<file path="config.mk">
export PLATFORM = sky130hd
export DESIGN_NAME = ata_pio_port
export DESIGN_NICKNAME = d
export VERILOG_FILES = /design/src/verilog/rk_pkg.sv /design/src/verilog/ata_pio_port.sv
export VERILOG_INCLUDE_DIRS = /design/src /design/src/verilog
export SDC_FILE = /design/constraint.sdc
export NUM_CORES = 1
export LEC_CHECK = 0
export ABC_AREA = 1
export BUFFER_PORTS_ARGS = -buffer_cell sky130_fd_sc_hd__clkbuf_2
export CAP_MARGIN = 20
export CORE_UTILIZATION = 35
export DETAILED_ROUTE_END_ITERATION = 10
export GPL_TIMING_DRIVEN = 1
export PLACE_DENSITY = 0.88
export SYNTH_ARGS = -nofsm -noshare
export SYNTH_HDL_FRONTEND = slang
export SYNTH_SLANG_ARGS = --single-unit
</file>
<file path="constraint.sdc">
create_clock -name clk -period 2 [get_ports clk]
set_clock_uncertainty 0.05 [all_clocks]
set_input_delay 0.1 -clock clk [delete_from_list [all_inputs] [get_ports clk]]
set_output_delay 0.1 -clock clk [all_outputs]
set_load 0.05 [all_outputs]
</file>
<file path="src/verilog/rk_macros.svh">
`ifndef RK_MACROS_SVH
`define RK_MACROS_SVH

`define RK_NUM_CTRL    2
`define RK_IOP_BASE    13'o17400
`define RK_IOP_STRIDE  13'o20
`define RK_VEC_BASE    8'o220
`define RK_ATA_CYCLE   4

// ata register codes, {cs1_n, cs0_n, da}
// alternate status reads back through the devctrl code
`define ATA_DEVCTRL    5'b01110
`define ATA_DATA       5'b10000
`define ATA_SECCNT     5'b10010
`define ATA_SECNUM     5'b10011
`define ATA_CYLLOW     5'b10100
`define ATA_CYLHIGH    5'b10101
`define ATA_DRVHEAD    5'b10110
`define ATA_STATUS     5'b10111
`define ATA_COMMAND    5'b10111

`define ATA_ST_BSY     7
`define ATA_ST_DRDY    6
`define ATA_ST_DRQ     3
`define ATA_ST_ERR     0

`define ATA_CMD_READ   16'h0020
`define ATA_CMD_WRITE  16'h0030

`endif

</file>
<file path="src/verilog/rk_pkg.sv">
package rk_pkg;

   typedef logic [15:0] rk_word_t;
   // {mex, rkba} byte address on the memory side
   typedef logic [17:0] rk_bus_addr_t;
   typedef logic [12:0] rk_iop_addr_t;
   typedef logic [15:0] rk_lba_t;
   // 0 da, 1 er, 2 cs, 3 wc, 4 ba, 5 da alias
   typedef logic [2:0]  rk_reg_idx_t;

   typedef enum logic [3:0]
   {
      idle,
      wait_ready,
      set_head,
      set_count,
      set_lba_lo,
      set_lba_hi,
      set_cyl_hi,
      issue_cmd,
      poll_drq,
      xfer_read_ide,
      xfer_read_dma,
      xfer_write_dma,
      xfer_write_ide,
      finish_status,
      finish_done
   } rk_seq_state_t;

endpackage

</file>
<file path="src/verilog/ata_pio_port.sv">
`timescale 1ns/100ps
`include "rk_macros.svh"

module ata_pio_port
(
   input  logic             clk,
   input  logic             reset,
   input  logic             ata_rd,
   input  logic             ata_wr,
   input  logic [4:0]       ata_addr,
   input  rk_pkg::rk_word_t ata_wdata,
   output rk_pkg::rk_word_t ata_rdata,
   output logic             ata_done,
   output logic [1:0]       ide_cs_n,
   output logic [2:0]       ide_da,
   output logic             ide_dior_n,
   output logic             ide_diow_n,
   output rk_pkg::rk_word_t ide_data_out,
   output logic             ide_data_oe,
   input  rk_pkg::rk_word_t ide_data_in
);

   localparam int CW = $clog2(`RK_ATA_CYCLE) + 1;

   logic [CW-1:0] cnt;
   logic          active;
   logic          last;

   // the done clock is idle on the pins, so a held request starts a fresh cycle
   assign active = (ata_rd || ata_wr) && !ata_done;
   assign last = (cnt == CW'(`RK_ATA_CYCLE - 1));

   always_ff @(posedge clk)
   begin
      if (reset)
      begin
         cnt <= '0;
         ata_done <= 1'b0;
      end
      else
      begin
         ata_done <= active && last;
         if (!active || last)
            cnt <= '0;
         else
            cnt <= cnt + 1'b1;
      end
   end

   always_ff @(posedge clk)
      if (active && last && ata_rd)
         ata_rdata <= ide_data_in;

   // code bits 4:3 are already the active-low chip selects
   assign ide_cs_n = active ? ata_addr[4:3] : 2'b11;
   assign ide_da = active ? ata_addr[2:0] : 3'b000;
   assign ide_dior_n = !(active && ata_rd);
   assign ide_diow_n = !(active && ata_wr);
   assign ide_data_out = ata_wdata;
   assign ide_data_oe = active && ata_wr;

endmodule

</file>
==> impl_metrics.env <==
export IMPL_finalHoldViolations=0
export IMPL_drt_initial_drc_count=2
export IMPL_p_leak_nw=0.584
export IMPL_clockBufferDepth=2
export IMPL_power_switching_mw=0.190
export IMPL_die_h_um=51.1
export IMPL_mostFrequentLayoutCell="clkbuf_2"
export IMPL_synth_top_area_share_pct=56.9
export IMPL_htree_num_levels=1
export IMPL_tightest_slew_ns=0.285
export IMPL_combPwrFrac_pct=18.5
export IMPL_start_util_pct=37.8
export IMPL_synth_fa_ha_area_share_pct=2.96
export IMPL_criticalPathCategory="reg2reg"
export IMPL_maxCapViolCount=0
export IMPL_yosys_area_share_simple_pct=11.1
export IMPL_nFillCells=203
export IMPL_multi_input_area_sq_um=119
export IMPL_grt_pass1_vias=522
export IMPL_grt_first_pass_wirelength_um=2080
export IMPL_finalMaxSlewViolations=0
export IMPL_critPathMaxFanout=16
export IMPL_netlist_area_sq_um=845
export IMPL_clkSinkCount=20
export IMPL_peakVddDrop_mv=0.531
export IMPL_yosysSeqAreaShare_pct=66.4
export IMPL_drtPass1Iterations=2
export IMPL_synthMuxAreaShare_pct=0
export IMPL_syn_inst=67
export IMPL_grt_max_degree=17
export IMPL_yosysTopAreaCell="edfxtp_1"
export IMPL_cts_clk_slew_worst_paths_ns=0.09
export IMPL_core_sq_mm=0.00223
export IMPL_status="completed"
export IMPL_cp_common_cell="ha_1"
export IMPL_fin_crit_sh_pct=71.8
export IMPL_hold_ws_ns=0.148
export IMPL_nets=166
export IMPL_dieArea_sq_mm=0.00261
export IMPL_switching_share_pct=24.5
export IMPL_avgRoutedWirePerCell_um=9.51
export IMPL_mostFrequentLayoutCells="clkbuf_2 (49), dlygate4sd3_1 (17), edfxtp_1 (16), nor2_1 (9), inv_1 (7)"
export IMPL_synth_seq_cells=20
export IMPL_die_w_um=51.1
export IMPL_synth_area_per_cell_sq_um=12.6
export IMPL_setup_tns_ns=0
export IMPL_antenna_found_initial=0
export IMPL_post_cts_buffers=0
export IMPL_ff_latch_area_sq_um=561
export IMPL_slowest_delay_ns=0.34
export IMPL_arrival_ns=1.37
export IMPL_max_freq_mhz=697
export IMPL_yosysWarnings=0
export IMPL_std_cell_rows=17
export IMPL_clkPwrFrac_pct=22.4
export IMPL_setup_violations=0
export IMPL_dp_cells=129
export IMPL_yosys_area_share_xor_xnor_pct=0
export IMPL_path_buf_inv=1
export IMPL_crit_path_cell_trace="ha_1 > ha_1 > nand3_1 > nor2_1 > buf_4"
export IMPL_grt_ovfl_total=0
export IMPL_synth_top_family_by_area="buffers and inverters"
export IMPL_gp_congestion=0.679
export IMPL_area_growth_pct=43.1
export IMPL_ant_nets=0
export IMPL_ctsHoldBuffers=17
export IMPL_crit_path_start_kind="register"
export IMPL_dp_hpwl_um=1110
export IMPL_synth_fp_nets=110
export IMPL_final_cells=150
export IMPL_seqPwrFrac_pct=59.1
export IMPL_cts_root_buf="clkbuf_4"
export IMPL_via_per_inst=3.93
export IMPL_power_density_mw_per_mm2=642
export IMPL_yosys_top_cells_area="edfxtp_1 (57%), buf_4 (14%), dfxtp_1 (9.5%)"
export IMPL_clk_latency_ns=0.28
export IMPL_synth_compound_area_share_pct=0
export IMPL_routed_wl_um=1430
export IMPL_period_needed_ns=1.44
export IMPL_cts_tree="yes"
export IMPL_post_cts_resized=0
export IMPL_vias=589
export IMPL_rrSetupSlack_ns=0.56
export IMPL_drc=0
export IMPL_max_slew_margin_rel_pct=81.1
export IMPL_cp_top_family="flip-flops"
export IMPL_port_buffers=49
export IMPL_cp_required_ns=1.94
export IMPL_ioPinCount=82
export IMPL_grt_usage_pct=11.3
export IMPL_ys_types=12
export IMPL_cts_buffers=3
export IMPL_hp_class="in2reg"
export IMPL_p_int_mw=0.586
export IMPL_diodes=0
export IMPL_slowest_stage="dfxtp_1"
export IMPL_setup_worst_path_end_class="register"
export IMPL_rsz0062_at_grt="no"
export IMPL_layout_drive_gt1_share_pct=50.8
-- power groups by stage --
| stage | registers (mW) | logic [mW] | clock network [mW] |
|---|---|---|---|
| 2_1_floorplan | 0.479 | 0.154 | 0 |
| 5_1_grt | 0.459 | 0.154 | 0.203 |
| 4_1_cts | 0.459 | 0.145 | 0.184 |
| 3_3_place_gp | 0.468 | 0.117 | 0 |
| 3_5_place_dp | 0.468 | 0.119 | 0 |
| 6_report | 0.458 | 0.144 | 0.174 |
-- flip-flops by register name, summed over array words and instances (netlist names) --
register	cells
ata_done	1
cnt	3
ata_rdata	16
-- worst paths after layout --
check | start | end | cells after the start
min | ata_rd | cnt[2]$_SDFF_PP0_ | 5
max | cnt[0]$_SDFF_PP0_ | ata_rdata[4]$_DFFE_PP_ | 5
min reg2reg | cnt[0]$_SDFF_PP0_ | cnt[0]$_SDFF_PP0_ | 1
max reg2reg | cnt[0]$_SDFF_PP0_ | ata_rdata[4]$_DFFE_PP_ | 5
-- per-layer routing --
layer	GRT usage, %	part of all wire [%]	vias to the layer above
met5	0	0	-
li1	-	-	305
met2	23.0	59	25
met1	9.46	33	257
met4	2.78	0.28	0
met3	5.06	8.1	2
-- cells in the mapped netlist, drive strengths merged --
| master | instances |
|---|---|
| buf | 16 |
| nand3 | 2 |
| inv | 12 |
| nor2 | 10 |
| nand2 | 5 |
| dfxtp | 4 |
| edfxtp | 16 |
| ha | 2 |
-- kinds of logic (layout without fill, tap and decap cells) --
family / count (synthesis) / count (layout)
simple gates: 17 / 17
buf+inv: 28 / 83
fa+ha+maj: 2 / 2
flops: 20 / 20
-- cell type report --
class / count / share of cell area (%)
Inverter: 12 / 3.73
Clock inverter: 1 / 0.311
Multi-Input combinational cell: 19 / 9.83
Clock buffer: 3 / 1.86
Timing Repair Buffer: 67 / 35.0
Tap cell: 28 / 2.90
Sequential cell: 20 / 46.4
-- worst min-delay path, delay by kind of cell --
kind,cells,cell delay (ns)
and+or+nand+nor,3,0.19
buffers and inverters,2,0.16
-- per-stage QoR --
stage | total power, mW | worst slack, ns | util [%] | area (sq um)
floorplan | 0.633 | 0.121 | - | 845
global placement | 0.585 | 0.631 | 45.3 | 1010
detailed placement | 0.588 | 0.557 | 45.3 | 1010
CTS | 0.788 | 0.541 | 54.1 | 1210
global route | 0.817 | 0.456 | 54.1 | 1210
finish | 0.776 | 0.565 | 54.1 | 1210
(Power assumes the default switching activity.)
