===== src/verilog/rk_macros.svh =====
`ifndef RK_MACROS_SVH
`define RK_MACROS_SVH

`define RK_NUM_CTRL    2
`define RK_IOP_BASE    13'o17400
`define RK_IOP_STRIDE  13'o20
`define RK_VEC_BASE    8'o220
`define RK_ATA_CYCLE   4

// ata register codes, {cs1_n, cs0_n, da}
// alternate status reads back through the devctrl code
`define ATA_DEVCTRL    5'b01110
`define ATA_DATA       5'b10000
`define ATA_SECCNT     5'b10010
`define ATA_SECNUM     5'b10011
`define ATA_CYLLOW     5'b10100
`define ATA_CYLHIGH    5'b10101
`define ATA_DRVHEAD    5'b10110
`define ATA_STATUS     5'b10111
`define ATA_COMMAND    5'b10111

`define ATA_ST_BSY     7
`define ATA_ST_DRDY    6
`define ATA_ST_DRQ     3
`define ATA_ST_ERR     0

`define ATA_CMD_READ   16'h0020
`define ATA_CMD_WRITE  16'h0030

`endif


===== src/verilog/rk_pkg.sv =====
package rk_pkg;

   typedef logic [15:0] rk_word_t;
   // {mex, rkba} byte address on the memory side
   typedef logic [17:0] rk_bus_addr_t;
   typedef logic [12:0] rk_iop_addr_t;
   typedef logic [15:0] rk_lba_t;
   // 0 da, 1 er, 2 cs, 3 wc, 4 ba, 5 da alias
   typedef logic [2:0]  rk_reg_idx_t;

   typedef enum logic [3:0]
   {
      idle,
      wait_ready,
      set_head,
      set_count,
      set_lba_lo,
      set_lba_hi,
      set_cyl_hi,
      issue_cmd,
      poll_drq,
      xfer_read_ide,
      xfer_read_dma,
      xfer_write_dma,
      xfer_write_ide,
      finish_status,
      finish_done
   } rk_seq_state_t;

endpackage


===== src/verilog/rk_iopage_decode.sv =====
`timescale 1ns/100ps
`include "rk_macros.svh"

module rk_iopage_decode
(
   input  rk_pkg::rk_iop_addr_t      iop_addr,
   input  logic                      iop_byte_op,
   input  logic                      iop_rd,
   input  rk_pkg::rk_word_t          ctrl_rd_data [`RK_NUM_CTRL],
   output logic [`RK_NUM_CTRL-1:0]   ctrl_sel,
   output rk_pkg::rk_reg_idx_t       reg_idx,
   output logic                      byte_hi,
   output rk_pkg::rk_word_t          iop_data_out,
   output logic                      iop_decode
);

   rk_pkg::rk_iop_addr_t offset;
   rk_pkg::rk_iop_addr_t reg_off;
   rk_pkg::rk_word_t     sel_word;

   // addresses below the base wrap high and miss every window
   assign offset = iop_addr - `RK_IOP_BASE;
   assign reg_off = offset % `RK_IOP_STRIDE;
   assign reg_idx = rk_pkg::rk_reg_idx_t'(reg_off >> 1);
   assign byte_hi = iop_addr[0];

   // only offsets 0 to 012 hold registers
   always_comb
   begin
      ctrl_sel = '0;
      for (int k = 0; k < `RK_NUM_CTRL; k++)
         if ((offset / `RK_IOP_STRIDE) == k && reg_idx <= 3'd5)
            ctrl_sel[k] = 1'b1;
   end

   always_comb
   begin
      sel_word = '0;
      for (int k = 0; k < `RK_NUM_CTRL; k++)
         if (ctrl_sel[k])
            sel_word = ctrl_rd_data[k];
   end

   assign iop_decode = |ctrl_sel;

   // byte reads return the addressed lane in the low byte
   always_comb
   begin
      if (!(iop_rd && iop_decode))
         iop_data_out = '0;
      else if (iop_byte_op)
         iop_data_out = {8'h00, byte_hi ? sel_word[15:8] : sel_word[7:0]};
      else
         iop_data_out = sel_word;
   end

endmodule


===== config.mk =====
export PLATFORM = sky130hd
export DESIGN_NAME = rk_iopage_decode
export DESIGN_NICKNAME = d
export VERILOG_FILES = /design/src/verilog/rk_pkg.sv /design/src/verilog/rk_iopage_decode.sv
export VERILOG_INCLUDE_DIRS = /design/src /design/src/verilog
export SDC_FILE = /design/constraint.sdc
export NUM_CORES = 1
export LEC_CHECK = 0
export BUFFER_PORTS_ARGS = -buffer_cell sky130_fd_sc_hd__buf_2
export CAP_MARGIN = 20
export CORE_MARGIN = 1
export CORE_UTILIZATION = 32
export DETAILED_ROUTE_END_ITERATION = 10
export GPL_ROUTABILITY_DRIVEN = 0
export PLACE_DENSITY = 0.92
export SLEW_MARGIN = 20
export SYNTH_ARGS = -nofsm -noshare
export SYNTH_HDL_FRONTEND = slang
export SYNTH_SLANG_ARGS = --single-unit

===== constraint.sdc =====
create_clock -name vclk -period 1.5
set_clock_uncertainty 0.05 [all_clocks]
set_input_delay 0.15 -clock vclk [all_inputs]
set_output_delay 0.15 -clock vclk [all_outputs]
set_load 0.02 [all_outputs]

==> summary.txt, run 1 <==
Yosys
  • XOR/XNOR Fraction of Synth Area: 0
  • Synth Area in Compound Gates: 0.1855
  • Register area share after synthesis: 0
  • Top cell type's share of synthesized area: 0.3710
  • Mapped Area: 431.7 um^2
  • Share of synthesized cell area in full adder, half adder and majority cells: 0
  • Avg Inst Size Synth: 7.194 um^2
  • Largest cells by area after synthesis: mux2i_1 37%, o22a_1 16%, nor2_1 16%, buf_4 8.7%, nor4b_4 5.5%
  • Multiplexer area fraction after synthesis: 0.3710
  • Largest family of logic cells by synthesized area: multiplexers
  • Library cells used by synthesis: 15
  • Syn_nets: 107
  • Cell count after synthesis: 60
  • Synth Warn #: 0
  • Simple-gate share of the synthesized area: 0.2928
  • Leading area contributor after synthesis: mux2i_1
  • Most instantiated library cell after synthesis: nor2_1
  • Post-synth top cells: 18 x nor2_1, 16 x mux2i_1, 8 x o22a_1, 5 x buf_4

Setup path
  • Worst Path Class, Setup: in -> out
  • CP Capture Type: output pin
  • Slowest CP cell: nor4b_4
  • Crit-path most repeated cell: buf_2
  • Max FO, Critical Path: 8
  • Critical Path RT: 1.30 ns
  • CP arrival: 1.13 ns
  • Critical path launch point type: input pin
  • Crit-path cells: buf_2 > nor4b_4 > nand4_1 > buf_4 > nor2_1 > buf_2
  • CP Launch Point: iop_addr[5]
  • Largest stage delay, worst path: 0.28 ns

Finish
  • Fin nets: 172
  • Reg area: 0 um^2
  • Seq_cells: 0
  • ANT cells: 0
  • Area of the multi-input gates: 366.6 um^2
  • Layout cells sized above 1: 0.5935
  • # clk buffers: 0
  • Fill cell count: 103
  • Fin cells: 137
  • Layout area overhead: 77.68%
  • Post-route cell area: 767.0 um^2

STA
  • Final period util: 0.8852
  • Max Clk Rate: 753.1 MHz
  • Final setup vio count: 0
  • Relative slew slack: 0.7823
  • RSZ-0062 raised after global routing: no
  • Tmin final: 1.328 ns
  • Worst Hold Margin: 0.2500 ns
  • Final Hold Vio Count: 0
  • Slew Viols, Final: 0
  • Setup_tns: 0 ns
  • Worst Tran Pin Value: 0.3257 ns

Die
  • Initial Utilization: 0.3639
  • Die Wd: 38.73 um
  • Number of core rows: 12
  • I/O pin total: 70
  • Core area: 1186 um^2
  • DIE HEIGHT: 38.73 um
  • Die area: 1500 um^2

GRT
  • Gr usage total: 0.1858
  • Vias in the first global route: 538
  • Largest net degree at the start of global routing: 19
  • Initial antenna violation count: 0
  • First-pass GRT wire length: 2056 um
  • GRT overflow: 0

Flow run
  • Max-capacitance violation count: 0

Worst hold path
  • Hold path startpoint: iop_addr[1]
  • Hold endpoint: reg_idx[0]
  • Worst hold path stage count: 0
  • Worst Hold Class: in -> out

Drt
  • Vias per cell: 4.825
  • WL/cell: 10.95 um
  • Final wirelength: 1500 um
  • DR vias: 661
  • # DRC: 0
  • Pre-antenna DRT Iters: 4
  • DRT antenna net count: 0
  • Initial DRC count: 6

Status
  • Status: finished, final reports clean

Placement
  • Placed Cells: 136
  • Final HPWL DP: 1291 um
  • Port Buffer Count: 68
  • Placed cell areas: 759.5 um^2

Clocking
  • CTS hold repair buffers: 0
  • # resized after CTS: 0

Power and ir drop
  • Pwr Density: 201.5 nW/um^2
  • Leakage power: 0.4861 nW
  • VDD IR-drop max: 0.1072 mV
-- cells in the final DEF, fill, tap and decap left out --
master    n
a21bo_2   1
and4_1    1
buf_12    1
buf_2    68
buf_4     2
inv_1     2
mux2i_1  16
nand2_1   1
nand3_1   2
nand4_1   1
nor2_1   18
nor2b_1   1
nor4b_4   1
o22a_1    8
-- worst max-delay path by stage --
stage,slack [ns],endpoint,depth (start not counted)
6_report,0.17,iop_data_out[15],6
5_1_grt,0.1,iop_data_out[11],6
4_1_cts,0.02,iop_data_out[9],5
3_5_place_dp,0.03,iop_data_out[9],5
3_3_place_gp,0.07,iop_data_out[8],5
2_1_floorplan,0.26,iop_data_out[10],3
-- stage by stage --
stage / worst slack (ns) / power [mW] / utilization
floorplan: 0.2601 / 0.08958 / -
global placement: 0.06959 / 0.1509 / 0.6403
detailed placement: 0.02850 / 0.1557 / 0.6403
CTS: 0.02295 / 0.1564 / 0.6403
global route: 0.09517 / 0.1705 / 0.6466
finish: 0.1722 / 0.1545 / 0.6466
-- kinds of logic (layout without fill, tap and decap cells) --
group / after synthesis / count (layout)
simple gates: 25 / 25
compound gates: 9 / 9
mux: 16 / 16
buf+inv: 10 / 73
-- critical path: cells and delay by family --
kind / cells / cell delay, ns
and+or+nand+nor: 3 / 0.51
buffers and inverters: 3 / 0.46
-- layer usage --
metal | track usage | up-vias | wire, um
met3 | 0 | 0 | 98
met4 | 0.01724 | 0 | 0
met2 | 0.4500 | 34 | 852
met1 | 0.1588 | 289 | 548
met5 | 0 | - | 0
li1 | - | 338 | -
-- area by class of cell --
| cell class | instances | area share |
|---|---|---|
| inverter | 2 | 0.009788 |
| tap | 14 | 0.02284 |
| multi-input combinational | 50 | 0.4780 |
| timing repair buffer | 71 | 0.4894 |
-- repair_timing --
| action | CTS | global route |
|---|---|---|
| buffers inserted | 0 | 1 |
| setup endpoints to repair | 0 | 8 |
| hold endpoints to repair | 0 | 0 |
-- report_power, final --
part           internal, mW  total [mW]  switching (mW)
registers                 0           0               0
clock network             0           0               0
logic                0.0892       0.155          0.0653
Power figures use the tool's default switching activity.
==> inputs of run 2 (changes only) <==
- PLACE_DENSITY: 0.92 -> 0.9
- TNS_END_PERCENT: default -> 10
==> run 2 against run 1 <==
  * Die area unchanged
  * Power up 4.4%
  * Maximum frequency up 2.2%
  * Wire length down 2.2%
  * Count of clock-buffer cells in the layout unchanged
  * Sequential share of layout area unchanged
  * Highest routed layer unchanged
  * First-iteration DRC count up 50%
  * Critical path depth unchanged
  * Non-clock buffer count up 1
  * Setup slack better by 0.029 ns
  * Design area up 2.6%
  * Combinational power up 4%
==> summary.txt, run 2 (synthesis gave the netlist of run 1 again) <==
Status
  • Status: finished, final reports clean

GRT
  • GRT overflow: 0
  • Vias in the first global route: 559
  • Initial antenna violation count: 0
  • Gr usage total: 0.2047
  • First-pass GRT wire length: 2235 um
  • Largest net degree at the start of global routing: 12

Flow run
  • Max-capacitance violation count: 0

Finish
  • Fill cell count: 112
  • ANT cells: 0
  • Layout area overhead: 82.32%
  • Layout cells sized above 1: 0.5968
  • Commonest non-fill, non-tap cell in the layout: buf_2
  • Most frequent cells in the layout: 68 x buf_2, 18 x nor2_1, 16 x mux2i_1
  • # clk buffers: 0
  • Area of the multi-input gates: 366.6 um^2
  • Fin nets: 173
  • Reg area: 0 um^2
  • Seq_cells: 0

Power and ir drop
  • VDD IR-drop max: 0.1200 mV
  • Pwr Density: 205.1 nW/um^2
  • Leakage power: 0.4955 nW
  • Final Power: 0.1614 mW

Setup path
  • Max FO, Critical Path: 11
  • Worst Path Class, Setup: in -> out
  • CP Capture Type: output pin
  • CP Launch Point: iop_addr[5]
  • CP arrival: 1.10 ns
  • Critical Path RT: 1.30 ns
  • Critical path launch point type: input pin

STA
  • Max Clk Rate: 769.7 MHz
  • Final Hold Vio Count: 0
  • Slew Viols, Final: 0
  • Final period util: 0.8661
  • RSZ-0062 raised after global routing: no
  • Setup WS post-layout: 0.2008 ns
  • Relative slew slack: 0.7790
  • Setup_tns: 0 ns
  • Worst Tran Pin Value: 0.3306 ns
  • Tmin final: 1.299 ns
  • Final setup vio count: 0

Drt
  • WL/cell: 10.63 um
  • DRT antenna net count: 0
  • Final wirelength: 1467 um
  • Vias per cell: 4.681
  • Pre-antenna DRT Iters: 4
  • # DRC: 0
  • Initial DRC count: 9
  • DR vias: 646

Worst hold path
  • Worst Hold Class: in -> out
  • Worst hold path stage count: 0
  • Hold path startpoint: iop_addr[1]

Clocking
  • CTS hold repair buffers: 0
  • # resized after CTS: 0
  • Setup bufs post-CTS: 0

Die
  • DIE HEIGHT: 38.73 um
  • I/O pin total: 70
  • Die area: 1500 um^2
  • Die Wd: 38.73 um
  • Initial Utilization: 0.3639
  • Core area: 1186 um^2
  • Number of core rows: 12

Placement
  • Worst slack, placed: 0.1937 ns
  • Port Buffer Count: 68
==> run 2: path summary, 6_finish.rpt <==
check	end
hold / removal	reg_idx[0]
setup / recovery	iop_data_out[4]
==> run 2: critical path: stages <==
cell	delay [ns]
buf_2	0.11
nor4b_4	0.28
nand3_1	0.11
buf_4	0.18
nor2_1	0.10
buf_2	0.17
==> run 2: where the power goes <==
part	internal, mW	leakage [nW]	switching [mW]
clock network	0	0	0
logic	0.0944	0.495	0.0670
registers	0	0	0
total	0.0944	0.495	0.0670
==> run 2: layout make-up <==
type                            count  share of cell area
Inverter                            2            0.009539
Tap cell                           14             0.02226
Multi-Input combinational cell     50              0.4658
Timing Repair Buffer               72              0.5024
==> run 2: stage by stage <==
| step | utilization | cell area, um^2 | cells | hold slack, ns |
|---|---|---|---|---|
| 6_report | 0.6635 | 787.0 | 138 | 0.2500 |
| 5_1_grt | 0.6635 | 787.0 | 138 | 0.2500 |
| 4_1_cts | 0.6635 | 787.0 | 138 | 0.2502 |
| 3_5_place_dp | 0.6635 | 787.0 | 138 | 0.2502 |
| 3_3_place_gp | 0.6635 | 787.0 | 138 | 0.2502 |
| 2_1_floorplan | - | 431.7 | 60 | 0.3626 |
==> run 2: routing by layer <==
metal,track usage,wire (um)
met1,0.1892,564
met4,0.01724,0
met3,0.01734,107
met2,0.4667,795
met5,0,0
